==> src/rtl/fpu_macros.svh <==
`ifndef FPU_MACROS_SVH
`define FPU_MACROS_SVH

// ======================================================================
// Datapath widths
// ======================================================================

// One IEEE single word
`define VALUE_W 32

// Physical register number, 64 registers with register 0 hardwired to zero
`define PREG_W 6

// Reorder buffer index
`define ROB_W 4

// Instruction word split into opcode and immediate
`define OPC_W 6
`define IMM_W 26

// ======================================================================
// Counts
// ======================================================================

// Broadcast ports seen by every operand slot, port 0 is the local result
`define NUM_SNOOP 4

// Source operands per FPU op: A, B, C and the old destination D
`define NUM_SRC 4

`endif

==> src/rtl/cpuTypesPkg.sv <==
`include "fpu_macros.svh"

// ======================================================================
// Machine-level types shared by the whole core
// ======================================================================

package cpuTypesPkg;

	// A register value, treated as an IEEE single by the FPU
	typedef logic [`VALUE_W-1:0] value_t;

	// Physical register number after rename
	typedef logic [`PREG_W-1:0] pregNo_t;

	// Position of the op in the reorder buffer
	typedef logic [`ROB_W-1:0] robIndex_t;

	// FPU opcodes
	// The encoding sits in the low bits of the instruction word
	typedef enum logic [`OPC_W-1:0] {
		FNEG  = 6'h01,
		FABS  = 6'h02,
		FSGNJ = 6'h03,
		FMIN  = 6'h04,
		FMAX  = 6'h05,
		FMOVC = 6'h06,
		FLDI  = 6'h07
	} fpuOp_e;

	// Register form
	// All operands come from physical registers, the upper field carries nothing
	typedef struct packed {
		logic [`IMM_W-1:0] unused;
		fpuOp_e            opcode;
	} fpuRegForm_t;

	// Immediate form
	// The upper field is a constant that FLDI places in the top of the word
	typedef struct packed {
		logic [`IMM_W-1:0] imm;
		fpuOp_e            opcode;
	} fpuImmForm_t;

	// One instruction word, two decodings
	// The opcode lines up in both views, so it is always read through the
	// register form and then selects which view the rest of the word means
	typedef union packed {
		fpuRegForm_t rr;
		fpuImmForm_t ri;
	} fpuInstr_u;

endpackage

==> src/rtl/fpuStationPkg.sv <==
`include "fpu_macros.svh"

// ======================================================================
// Transfers between dispatch, station, execute and writeback
// ======================================================================

package fpuStationPkg;

	// Slot numbers of the four operands
	// D is the old value of the destination, which FMOVC may keep
	localparam int unsigned SRC_A = 0;
	localparam int unsigned SRC_B = 1;
	localparam int unsigned SRC_C = 2;
	localparam int unsigned SRC_D = 3;

	// One physical register broadcast
	typedef struct packed {
		logic                 valid;
		cpuTypesPkg::pregNo_t preg;
		cpuTypesPkg::value_t  value;
	} snoop_t;

	// A renamed op handed to the station
	typedef struct packed {
		cpuTypesPkg::robIndex_t                 rob;
		cpuTypesPkg::fpuInstr_u                 instr;
		cpuTypesPkg::pregNo_t                   dst;
		cpuTypesPkg::pregNo_t [`NUM_SRC-1:0]    src;
	} dispatch_t;

	// An op with all operand values gathered, sent to execute
	typedef struct packed {
		cpuTypesPkg::robIndex_t                 rob;
		cpuTypesPkg::fpuInstr_u                 instr;
		cpuTypesPkg::pregNo_t                   dst;
		cpuTypesPkg::value_t [`NUM_SRC-1:0]     opnd;
	} issue_t;

	// Writeback of a finished op
	typedef struct packed {
		cpuTypesPkg::robIndex_t rob;
		cpuTypesPkg::pregNo_t   dst;
		cpuTypesPkg::value_t    value;
	} result_t;

endpackage

==> src/rtl/operandSnoop.sv <==
`timescale 1ns/1ps
`include "fpu_macros.svh"

module operandSnoop (
	input  logic                                    clk,
	input  logic                                    rst,
	input  logic                                    load,
	input  cpuTypesPkg::pregNo_t                    srcReg,
	input  fpuStationPkg::snoop_t [`NUM_SNOOP-1:0]  snoop,
	output logic                                    ready,
	output cpuTypesPkg::value_t                     value
);

	// Register this slot is waiting on, kept from the dispatch
	cpuTypesPkg::pregNo_t waitReg;
	// On the dispatch cycle the incoming number is compared instead
	cpuTypesPkg::pregNo_t lookReg;
	logic                 isZeroReg;
	logic                 hit;
	cpuTypesPkg::value_t  hitValue;

	assign lookReg   = load ? srcReg : waitReg;
	assign isZeroReg = (srcReg == '0);

	// Search all broadcast ports, the lowest numbered match wins
	always_comb begin
		hit      = 1'b0;
		hitValue = '0;
		for (int p = 0; p < `NUM_SNOOP; p++) begin
			if (!hit && snoop[p].valid && snoop[p].preg == lookReg) begin
				hit      = 1'b1;
				hitValue = snoop[p].value;
			end
		end
	end

	// Ready flag
	// A load restarts the slot and may complete it in the same edge
	always_ff @(posedge clk) begin
		if (rst) begin
			ready <= 1'b0;
		end else if (load) begin
			ready <= isZeroReg || hit;
		end else if (!ready && hit) begin
			ready <= 1'b1;
		end
	end

	// Captured operand and the register it belongs to
	always_ff @(posedge clk) begin
		if (load) begin
			waitReg <= srcReg;
			if (isZeroReg)
				value <= '0;  // r0 reads as zero
			else if (hit)
				value <= hitValue;
		end else if (!ready && hit) begin
			value <= hitValue;
		end
	end

endmodule

==> src/rtl/fpuStation.sv <==
`timescale 1ns/1ps
`include "fpu_macros.svh"

module fpuStation (
	input  logic                                    clk,
	input  logic                                    rst,
	input  logic                                    dispatchValid,
	input  fpuStationPkg::dispatch_t                dispatch,
	input  fpuStationPkg::snoop_t [`NUM_SNOOP-1:0]  snoop,
	output logic                                    stationIdle,
	output logic                                    issueValid,
	output fpuStationPkg::issue_t                   issue
);

	// ==================================================================
	// Occupancy
	// ==================================================================

	// Set from acceptance until the issue edge
	logic busy;
	// Dispatch taken this cycle
	logic accept;
	// Every operand slot holds its value
	logic allReady;

	// The station is the only place that decides whether an op is taken
	// A strobe that arrives while busy is dropped here
	assign stationIdle = !busy;
	assign accept      = dispatchValid && stationIdle;

	// ==================================================================
	// Operand slots
	// ==================================================================

	logic [`NUM_SRC-1:0]                slotReady;
	cpuTypesPkg::value_t [`NUM_SRC-1:0] slotValue;

	// One snooping slot per source, D included
	for (genvar s = 0; s < `NUM_SRC; s++) begin : g_slot
		operandSnoop i_slot (
			.clk    (clk),
			.rst    (rst),
			.load   (accept),
			.srcReg (dispatch.src[s]),
			.snoop  (snoop),
			.ready  (slotReady[s]),
			.value  (slotValue[s])
		);
	end

	assign allReady = &slotReady;

	// ==================================================================
	// Control
	// ==================================================================

	// The issue strobe is registered, so it rises one cycle after the
	// last slot turns ready
	// Busy drops on the same edge, which lets a new op in during the
	// issue cycle while the held fields stay put for execute
	always_ff @(posedge clk) begin
		if (rst) begin
			busy       <= 1'b0;
			issueValid <= 1'b0;
		end else begin
			issueValid <= busy && allReady;
			if (accept)
				busy <= 1'b1;
			else if (busy && allReady)
				busy <= 1'b0;
		end
	end

	// ==================================================================
	// Held op fields
	// ==================================================================

	cpuTypesPkg::robIndex_t heldRob;
	cpuTypesPkg::fpuInstr_u heldInstr;
	cpuTypesPkg::pregNo_t   heldDst;

	// Captured once per dispatch, read by execute in the issue cycle
	always_ff @(posedge clk) begin
		if (accept) begin
			heldRob   <= dispatch.rob;
			heldInstr <= dispatch.instr;
			heldDst   <= dispatch.dst;
		end
	end

	// The issue word is built straight from registers
	// Operand values come from the slot flops, nothing else sits between
	assign issue.rob   = heldRob;
	assign issue.instr = heldInstr;
	assign issue.dst   = heldDst;
	assign issue.opnd  = slotValue;

endmodule

==> src/rtl/fpuExecute.sv <==
`timescale 1ns/1ps
`include "fpu_macros.svh"

module fpuExecute (
	input  logic                    clk,
	input  logic                    rst,
	input  logic                    issueValid,
	input  fpuStationPkg::issue_t   issue,
	output logic                    resultValid,
	output fpuStationPkg::result_t  result
);

	// Sign-magnitude ordering of two singles
	// Negative zero orders below positive zero
	function automatic logic smLess(
		input cpuTypesPkg::value_t a,
		input cpuTypesPkg::value_t b
	);
		logic aNeg;
		logic bNeg;
		aNeg = a[`VALUE_W-1];
		bNeg = b[`VALUE_W-1];
		if (aNeg != bNeg)
			return aNeg;
		// Same sign, so the larger magnitude is smaller when negative
		if (aNeg)
			return a[`VALUE_W-2:0] > b[`VALUE_W-2:0];
		return a[`VALUE_W-2:0] < b[`VALUE_W-2:0];
	endfunction

	// ==================================================================
	// Stage 1, decode
	// ==================================================================

	logic                   s1Valid;
	cpuTypesPkg::fpuOp_e    s1Op;
	logic [`IMM_W-1:0]      s1Imm;
	cpuTypesPkg::robIndex_t s1Rob;
	cpuTypesPkg::pregNo_t   s1Dst;
	cpuTypesPkg::value_t    s1A;
	cpuTypesPkg::value_t    s1B;
	cpuTypesPkg::value_t    s1C;
	cpuTypesPkg::value_t    s1D;

	// The opcode picks the view, only FLDI reads the word as immediate
	always_ff @(posedge clk) begin
		if (issueValid) begin
			s1Op  <= issue.instr.rr.opcode;
			s1Imm <= (issue.instr.rr.opcode == cpuTypesPkg::FLDI) ? issue.instr.ri.imm : '0;
			s1Rob <= issue.rob;
			s1Dst <= issue.dst;
			s1A   <= issue.opnd[fpuStationPkg::SRC_A];
			s1B   <= issue.opnd[fpuStationPkg::SRC_B];
			s1C   <= issue.opnd[fpuStationPkg::SRC_C];
			s1D   <= issue.opnd[fpuStationPkg::SRC_D];
		end
	end

	// ==================================================================
	// Stage 2, form the value
	// ==================================================================

	logic                aLess;
	cpuTypesPkg::value_t s2Value;

	assign aLess = smLess(s1A, s1B);

	always_comb begin
		case (s1Op)
			cpuTypesPkg::FNEG:  s2Value = {~s1A[`VALUE_W-1], s1A[`VALUE_W-2:0]};
			cpuTypesPkg::FABS:  s2Value = {1'b0, s1A[`VALUE_W-2:0]};
			cpuTypesPkg::FSGNJ: s2Value = {s1B[`VALUE_W-1], s1A[`VALUE_W-2:0]};
			cpuTypesPkg::FMIN:  s2Value = aLess ? s1A : s1B;
			cpuTypesPkg::FMAX:  s2Value = aLess ? s1B : s1A;
			// Condition is the whole C word, any set bit selects A
			cpuTypesPkg::FMOVC: s2Value = (s1C != '0) ? s1A : s1D;
			cpuTypesPkg::FLDI:  s2Value = {s1Imm, {(`VALUE_W-`IMM_W){1'b0}}};
			default:            s2Value = '0;
		endcase
	end

	// Result word, held after the strobe until the next op lands
	always_ff @(posedge clk) begin
		if (s1Valid) begin
			result.rob   <= s1Rob;
			result.dst   <= s1Dst;
			result.value <= s2Value;
		end
	end

	// Strobe pipeline, two edges from issue to writeback
	always_ff @(posedge clk) begin
		if (rst) begin
			s1Valid     <= 1'b0;
			resultValid <= 1'b0;
		end else begin
			s1Valid     <= issueValid;
			resultValid <= s1Valid;
		end
	end

endmodule

==> src/rtl/fpuIssueTop.sv <==
`timescale 1ns/1ps
`include "fpu_macros.svh"

module fpuIssueTop (
	input  logic                                    clk,
	input  logic                                    rst,
	input  logic                                    dispatchValid,
	input  fpuStationPkg::dispatch_t                dispatch,
	output logic                                    stationIdle,
	input  fpuStationPkg::snoop_t [`NUM_SNOOP-2:0]  snoopExt,
	output logic                                    resultValid,
	output fpuStationPkg::result_t                  result
);

	// Station to execute
	logic                  issueValid;
	fpuStationPkg::issue_t issue;

	// Local result seen as a broadcast
	fpuStationPkg::snoop_t                   resultSnoop;
	fpuStationPkg::snoop_t [`NUM_SNOOP-1:0]  snoop;

	// Port 0 is the execute result, so a dependent op can wake up without
	// any outside broadcast; external ports fill 1 and up
	assign resultSnoop.valid = resultValid;
	assign resultSnoop.preg  = result.dst;
	assign resultSnoop.value = result.value;
	assign snoop             = {snoopExt, resultSnoop};

	fpuStation i_station (
		.clk           (clk),
		.rst           (rst),
		.dispatchValid (dispatchValid),
		.dispatch      (dispatch),
		.snoop         (snoop),
		.stationIdle   (stationIdle),
		.issueValid    (issueValid),
		.issue         (issue)
	);

	fpuExecute i_execute (
		.clk         (clk),
		.rst         (rst),
		.issueValid  (issueValid),
		.issue       (issue),
		.resultValid (resultValid),
		.result      (result)
	);

endmodule

==> config.mk <==
export PLATFORM = sky130hd
export DESIGN_NAME = fpuIssueTop
export DESIGN_NICKNAME = d
export VERILOG_FILES = /design/src/rtl/cpuTypesPkg.sv /design/src/rtl/fpuStationPkg.sv /design/src/rtl/operandSnoop.sv /design/src/rtl/fpuStation.sv /design/src/rtl/fpuExecute.sv /design/src/rtl/fpuIssueTop.sv
export VERILOG_INCLUDE_DIRS = /design/src /design/src/rtl
export SDC_FILE = /design/constraint.sdc
export NUM_CORES = 1
export LEC_CHECK = 0
export CORE_MARGIN = 3
export CORE_UTILIZATION = 40
export CTS_BUF_LIST = sky130_fd_sc_hd__clkbuf_4 sky130_fd_sc_hd__clkbuf_8
export DETAILED_ROUTE_END_ITERATION = 16
export DONT_BUFFER_PORTS = 1
export PLACE_DENSITY = 0.59
export SYNTH_ARGS = -nofsm -noshare
export SYNTH_HDL_FRONTEND = slang
export SYNTH_HIERARCHICAL = 1
export SYNTH_SLANG_ARGS = --single-unit
==> constraint.sdc <==
create_clock -name clk -period 8 [get_ports clk]
set_clock_uncertainty 0.05 [all_clocks]
set_input_delay 0.8 -clock clk [delete_from_list [all_inputs] [get_ports clk]]
set_output_delay 0.8 -clock clk [all_outputs]
set_load 0.03 [all_outputs]
==> results.md, run 1 <==
- Critical path fanouts, max: 35
- Worst-Skew Late Latency: 0.67 ns
- DRC viols: 0
- Fin area: 0.02409 sq mm
- Routed vias/inst: 6.219
- Post-synthesis register bit count: 414
- Most frequent CP cell: buf_4
- Yosys top cell by area: edfxtp_1
- Synthesized Nets: 2,093
- Syn Area/Cell: 11.64 sq um
- Post-route clock period utilization: 0.6161
- Min Tclk post-route: 4.929 ns
- Crit path kind: reg -> reg
- Number of flops mapped to enable cells by yosys: 382
- Final Hold Fails: 0
- Ant diodes: 0
- CTS buffer count: 78
- Number of port buffers: 0
- Core Util, Final: 0.4522
- Via count: 16,294
- Synth area leaders: edfxtp_1, o22ai_2, inv_1
- Outcome: finished with violations
- Slew headroom: 0.0009895
- Setup-failing EPs final: 0
- Root Driver: clkbuf_8
- Largest net degree at the start of global routing: 77
- DIE AREA: 0.05736 sq mm
- Worst Hold Class: in -> reg
- Setup TNS: 0 ns
- Postcts setup bufs: 0
- Placed cell area: 0.02250 sq mm
- First-pass GRT wire length: 109,400 um
- Startpoint types: flip-flop
- Commonest non-fill, non-tap cell in the layout: edfxtp_1
- Clock sink total: 414
- Vias in the first global route: 15,748
- Post-synthesis cell type count: 63
- Critical path's slowest cell: or4b_2
- WL/cell: 28.97 um
- RSZ-0062 raised after global routing: false
- Max_cap viols: 1
- Crit end category: flip-flop
- CTS tree: built
- CTS Buffer Depth: 3
- Post-Syn Area: 0.02181 sq mm
- Starting density of the core: 0.4093
- Post-CTS sizing: 0
- # rows: 84
- All-Layer GR Usage: 0.2606
- Antenna-violating nets left: 0
- H-tree depth: 3
- Primary FF master, synth: edfxtp_1
- I/O pins: 230
- Critical path cell sequence: nor2b_4 -> buf_4 -> mux2i_1 -> xor2_1 -> nand4_1 -> nor4_4 -> buf_4 -> or4b_2 -> o22ai_2
- Placed cell count: 2,478
- Drt first pass iters: 6
- Area grow syn2layout: 10.48%
- Syn. warnings: 6
- Nets: 2,089
- HPWL Detailed: 50,430 um
- Reg-to-reg setup timing slack: 3.07 ns
- Failing checks: max-capacitance violations
- Die X-Extent: 239.5 um
- Max IR drop VDD: 188.4 uV
- Pwr/cell area: 204.5 mW/mm^2
- Layout cells sized above 1: 0.1760
- Worst-margin pin slew: 1.495 ns
- Vert. Die Dim: 239.5 um
- Leak pwr: 9.086 nW
- Crit-path max cell delay: 1.12 ns
- Final cell count without fillers: 2,620
- Final slew viol count: 0
- Initial antenna violation count: 1
- Required time of the worst setup path: 8.31 ns
- Async S/R FF share, synth: 0
- Synthesized netlist cell count: 1,874
- Filler instances: 4,836
- WP data arrival: 5.23 ns
- Clock-pin transition on the worst setup and hold timing paths: 0.06 ns
- Synth top area share: 0.5260
- Sequential area share after synthesis: 0.5553
- Core Region: 0.05329 sq mm
- RePlAce Congestion: 0.8908
- Commonest cells after routing, fill and taps aside: edfxtp_1, inv_1, nor3_1
- Final wirelength: 75,890 um
- Max Freq: 202.9 MHz
- DRT iter0 DRCs: 1,919
- Total grt overflow: 0
- WHS: 0.1406 ns
- CTS Hold Bufs: 0
-- final cells by class --
class | instances | area, sq um | share of cell area
clock buffers | 101 | 1252 | 0.05198
multi-input cells | 1007 | 7969 | 0.3307
repair buffers | 45 | 337.8 | 0.01402
well taps | 688 | 860.8 | 0.03573
clock inverters | 41 | 341.6 | 0.01418
inverters | 324 | 1216 | 0.05048
flip-flops and latches | 414 | 12120 | 0.5029
-- final timing paths --
check                                  startpoint                                   end  cells past startpoint
max                                i_station/busy  i_station/g_slot[3].i_slot/value[30]                      9
max reg2reg                        i_station/busy  i_station/g_slot[3].i_slot/value[30]                      9
min                                           rst                  i_station/issueValid                      1
min reg2reg  i_station/g_slot[3].i_slot/value[29]                     i_execute/s1D[29]                      0
-- per-layer routing --
layer	wire, um	GRT usage
met1	29600	0.3352
met2	35050	0.4143
met3	8411	0.08002
met4	2819	0.09951
met5	9	0
-- cell families (layout without fill, tap and decap cells) --
family,after synthesis,after routing,share of synthesized area
AOI/OAI and AO/OA,499,499,0.1931
xor gates and xnor gates,96,96,0.03855
adders and majority gates,33,33,0.01893
buffers and inverters,453,511,0.08473
DFF,414,414,0.5553
muxes,41,41,0.02214
and+or+nand+nor,338,338,0.08720
-- cells in the mapped netlist, types with 11 or more instances --
cell type / n
nand4_1: 21
ha_1: 33
a22o_1: 11
nor3_1: 134
buf_6: 18
nor4_1: 18
mux2i_2: 16
nand2_1: 23
edfxtp_1: 382
o22ai_2: 120
inv_1: 323
xnor2_1: 32
nor2_1: 39
a21oi_1: 35
nand3_1: 14
and2_1: 37
dfxtp_1: 32
mux2i_1: 24
a221o_1: 31
xor2_1: 64
a311oi_1: 128
o21ai_0: 131
clkbuf_1: 102
-- per-stage QoR --
step	setup slack [ns]	power, W
final	3.071	0.004928
after global routing	2.789	0.005099
after CTS	3.050	0.004978
after detailed placement	2.573	0.002817
after global placement	2.752	0.002809
after floorplan	1.300	0.002722
-- flip-flops by register name, summed over array words and instances (netlist names) --
| signal | count |
|---|---|
| i_execute/result | 42 |
| i_execute/resultValid | 1 |
| i_execute/s1A | 32 |
| i_execute/s1B | 32 |
| i_execute/s1C | 32 |
| i_execute/s1D | 32 |
| i_execute/s1Dst | 6 |
| i_execute/s1Imm | 26 |
| i_execute/s1Op | 6 |
| i_execute/s1Rob | 4 |
| i_execute/s1Valid | 1 |
| i_station/busy | 1 |
| i_station/g_slot.i_slot/ready | 4 |
| i_station/g_slot.i_slot/value | 128 |
| i_station/g_slot.i_slot/waitReg | 24 |
| i_station/heldDst | 6 |
| i_station/heldInstr | 32 |
| i_station/heldRob | 4 |
| i_station/issueValid | 1 |
-- critical path: cells and delay by family (launching register included) --
family          cells  cell delay (ns)
mux                 1             0.59
compound gates      1             0.20
flops               1             0.35
simple gates        4             2.21
buf+inv             2             0.99
xor+xnor            1             0.20
-- power breakdown --
part	internal (W)	leakage (nW)	switching, W
logic	0.000120	4.28	0.000250
registers	0.00240	3.97	0.0000140
clock network	0.00119	0.839	0.000955
total	0.00371	9.09	0.00122
(Power assumes the default switching activity.)
==> run 2, diff against run 1 <==
--- a/config.mk
+++ b/config.mk
@@ -6,6 +6,7 @@
 export SDC_FILE = /design/constraint.sdc
 export NUM_CORES = 1
 export LEC_CHECK = 0
+export ABC_AREA = 1
 export CORE_MARGIN = 3
 export CORE_UTILIZATION = 40
 export CTS_BUF_LIST = sky130_fd_sc_hd__clkbuf_4 sky130_fd_sc_hd__clkbuf_8
==> constraint.sdc (replaced) <==
create_clock -name clk -period 4.95 [get_ports clk]
set_clock_uncertainty 0.05 [all_clocks]
set_input_delay 0.495 -clock clk [delete_from_list [all_inputs] [get_ports clk]]
set_output_delay 0.495 -clock clk [all_outputs]
set_load 0.03 [all_outputs]
==> results.md, run 2 <==
- PnR worst setup slack: 1.222 ns (-1.849 ns)
- All-Layer GR Usage: 0.2904 (+0.02979)
- Final slew viol count: 0 (unchanged)
- Via count: 23,746 (+46%)
- Worst-Skew Late Latency: 0.68 ns (about the same)
- Max IR drop VDD: 223.7 uV (+19%)
- Routed vias/inst: 5.524 (-11%)
- Crit-path max cell delay: 0.78 ns (-0.34 ns)
- Crit path kind: reg -> reg
- Filler instances: 6,294 (+30%)
- Most frequent CP cell: nand2_1
- Synth top area share: 0.4495 (-0.07642)
- Clock sink total: 414 (unchanged)
- Part of the power in registers: 0.480 (-0.009)
- Sw frac: 0.2546 (+0.007330)
- Number of flops mapped to enable cells by yosys: 382 (unchanged)
- Die X-Extent: 258.6 um (+8.0%)
- Flip-flop count of the largest register after layout: 128 (unchanged)
- Critical path's slowest cell: nand2_4
- Leak pwr: 14.26 nW (+57%)
- Number of port buffers: 0 (unchanged)
- Comb pwr share: 0.088 (+0.013)
- Total grt overflow: 0 (unchanged)
- Drt first pass iters: 6 (unchanged)
- DRT iter0 DRCs: 2,726 (+42%)
- Synthesized Nets: 3,583 (+71%)
- # rows: 91 (+8.3%)
- Largest net degree at the start of global routing: 130 (+69%)
- First-pass GRT wire length: 143,800 um (+31%)
- RePlAce Congestion: 0.9417 (+5.7%)
- Synth area leaders: edfxtp_1, nand2_1, nand4_1
- WL/cell: 23.16 um (-20%)
- WP data arrival: 4.07 ns (-1.16 ns)
- Post-Syn Area: 0.02552 sq mm (+17%)
- CTS Buffer Depth: 3 (unchanged)
- Reg-to-reg setup timing slack: 1.22 ns (-1.85 ns)
- Primary FF master, synth: edfxtp_1
- Critical path cell sequence: ha_1 -> nand2_1 -> nor2_1 -> inv_1 -> nor3_1 -> nand3b_1 -> nand2_1 -> nand2_4 -> nand2_4 -> nand2_1 -> nand3_1 -> nand3_1
- Sequential area share after synthesis: 0.4746 (-0.08068)
- Slew headroom: 0.4051 (+0.4041)
- Antenna-violating nets left: 0 (unchanged)
- H-tree depth: 3 (unchanged)
- I/O pins: 230 (unchanged)
- Layout cells sized above 1: 0.08555 (-0.09043)
- Post-route clock period utilization: 0.7531 (+0.1369)
- Clock power share: 0.433 (-0.003)
- Commonest non-fill, non-tap cell in the layout: nand2_1
- Crit end category: flip-flop
- Max_cap viols: 0 (-1)
- Outcome: finished, final reports clean
- Setup-failing EPs final: 0 (unchanged)
- Pwr/cell area: 285.6 mW/mm^2 (+40%)
- Nets: 3,623 (+73%)
- Clock-pin transition on the worst setup and hold timing paths: 0.07 ns (about the same)
- Delay-heaviest family, CP: simple AND/OR/NAND/NOR gates
- Max Freq: 268.3 MHz (+32%)
- Syn Area/Cell: 7.585 sq um (-35%)
- Startpoint types: flip-flop
- Area grow syn2layout: 11.44%
- Setup TNS: 0 ns (unchanged)
- Biggest regs: i_station/g_slot.i_slot/value: 128 flops, i_execute/result: 42 flops
- CTS buffer count: 77 (-1.3%)
- Async S/R FF share, synth: 0 (unchanged)
- Tot Pwr: 0.008121 W (+65%)
- Commonest cells after routing, fill and taps aside: nand2_1, inv_1, nor2_1
- Vias in the first global route: 21,877 (+39%)
- CTS tree: built
- Sw Pwr: 0.002068 W (+70%)
- RSZ-0062 raised after global routing: false
- Initial antenna violation count: 3 (+2)
- DIE AREA: 0.06686 sq mm (+17%)
- Post-synth top cells: nand2_1, nor2_1, inv_1, edfxtp_1, nand3_1
- Syn. warnings: 6 (unchanged)
- Post-CTS sizing: 0 (unchanged)
- Dpl ws: 1.257 ns (-1.317 ns)
- Min Tclk post-route: 3.728 ns (-1.201 ns)
- Worst Path Buf+Inv: 1 (-1)
- Leading cell type by number of instances after synthesis: nand2_1
- Final Hold Fails: 0 (unchanged)
- Core Region: 0.06239 sq mm (+17%)
- Worst Hold Class: in -> reg
- Worst-margin pin slew: 0.8924 ns (-0.6025 ns)
- DRC viols: 0 (unchanged)
- Final wirelength: 99,560 um (+31%)
- Yosys top cell by area: edfxtp_1
- Critical path fanouts, max: 63 (+80%)
- Post-synthesis cell type count: 32 (-49%)
- Starting density of the core: 0.4090 (about the same)
- Root Driver: clkbuf_8
- Synthesized netlist cell count: 3,364 (+80%)
- Required time of the worst setup path: 5.30 ns (-3.01 ns)
- Core Util, Final: 0.4558 (+0.003593)
- P_int: 0.006053 W (+63%)
- Largest reg by FF count: i_station/g_slot.i_slot/value
- HPWL Detailed: 63,020 um (+25%)
- Post-synthesis register bit count: 414 (unchanged)
- Vert. Die Dim: 258.6 um (+8.0%)
==> run 2: cell count changes in the layout (fill, tap and decap cells not counted), sizes merged, moves of 40 or more <==
cell	before	now
nand4	22	263
mux2i	40	0
xor2	64	0
o21ai	131	61
nand2	23	1189
nor3	136	12
nor2	40	436
inv	327	431
a311oi	128	0
nand3	14	269
dlygate4sd3	0	64
o22ai	128	0
==> run 2: what timing repair did <==
item,CTS,global route
buffers inserted,0,0
hold buffers,64,0
endpoints found under the hold margin,70,0
==> run 2: routing by layer <==
layer	vias to the layer above	global-route usage	routed length, um
li1	11083	-	-
met1	10917	0.3668	38380
met2	1398	0.4603	44860
met3	346	0.06948	10390
met4	2	0.1577	5917
met5	-	0	13
==> run 2: worst paths after layout <==
path                                       startpoint                                   end  depth (start not counted)
setup / recovery                    i_execute/s1A[14]                   i_execute/result[4]                         12
setup reg to reg                    i_execute/s1A[14]                   i_execute/result[4]                         12
hold reg to reg   i_station/g_slot[0].i_slot/value[4]                      i_execute/s1A[4]                          0
hold / removal                           snoopExt[26]  i_station/g_slot[0].i_slot/value[26]                          4
==> run 2: tightest hold or removal path: stages <==
cell     delay [ns]
nand2_1        0.03
nand2_1        0.05
nor2_1         0.04
nor2_1         0.07
==> run 2: stage by stage <==
stage                     hold slack (ns)  instances  cell area (sq um)
final                             0.06834       4299              28440
after detailed placement           0.3545       4098              26210
after global placement             0.3503       4098              26210
after floorplan                    0.3503       3364              25530
after global routing              0.04687       4298              28430
after CTS                         0.01245       4297              28430
==> run 2: logic make-up after synthesis <==
logic type               after synthesis  synth area share
AND/OR/NAND/NOR                     2196            0.3812
buffers and inverters                596            0.1005
adder cells (fa/ha/maj)               33           0.01618
AO/OA/AOI/OAI                        125           0.02741
flip-flops                           414            0.4746
==> run 2: layout make-up <==
class / count / area, sq um / share of cell area
inverter: 430 / 1614 / 0.05676
antenna: 2 / 5.005 / 0.0001760
clock buffer: 98 / 1242 / 0.04369
tap: 837 / 1047 / 0.03683
sequential: 414 / 12120 / 0.4261
timing repair buffer: 127 / 1164 / 0.04092
multi-input combinational: 2354 / 10910 / 0.3838
clock inverter: 37 / 335.3 / 0.01179
==> run 2: power groups by stage <==
stage	clock, W	sequential [W]	combinational (W)
2_1_floorplan	0	0.00396	0.000497
3_3_place_gp	0	0.00397	0.000649
3_5_place_dp	0	0.00397	0.000652
4_1_cts	0.00358	0.00389	0.000701
5_1_grt	0.00373	0.00390	0.000796
6_report	0.00351	0.00390	0.000713
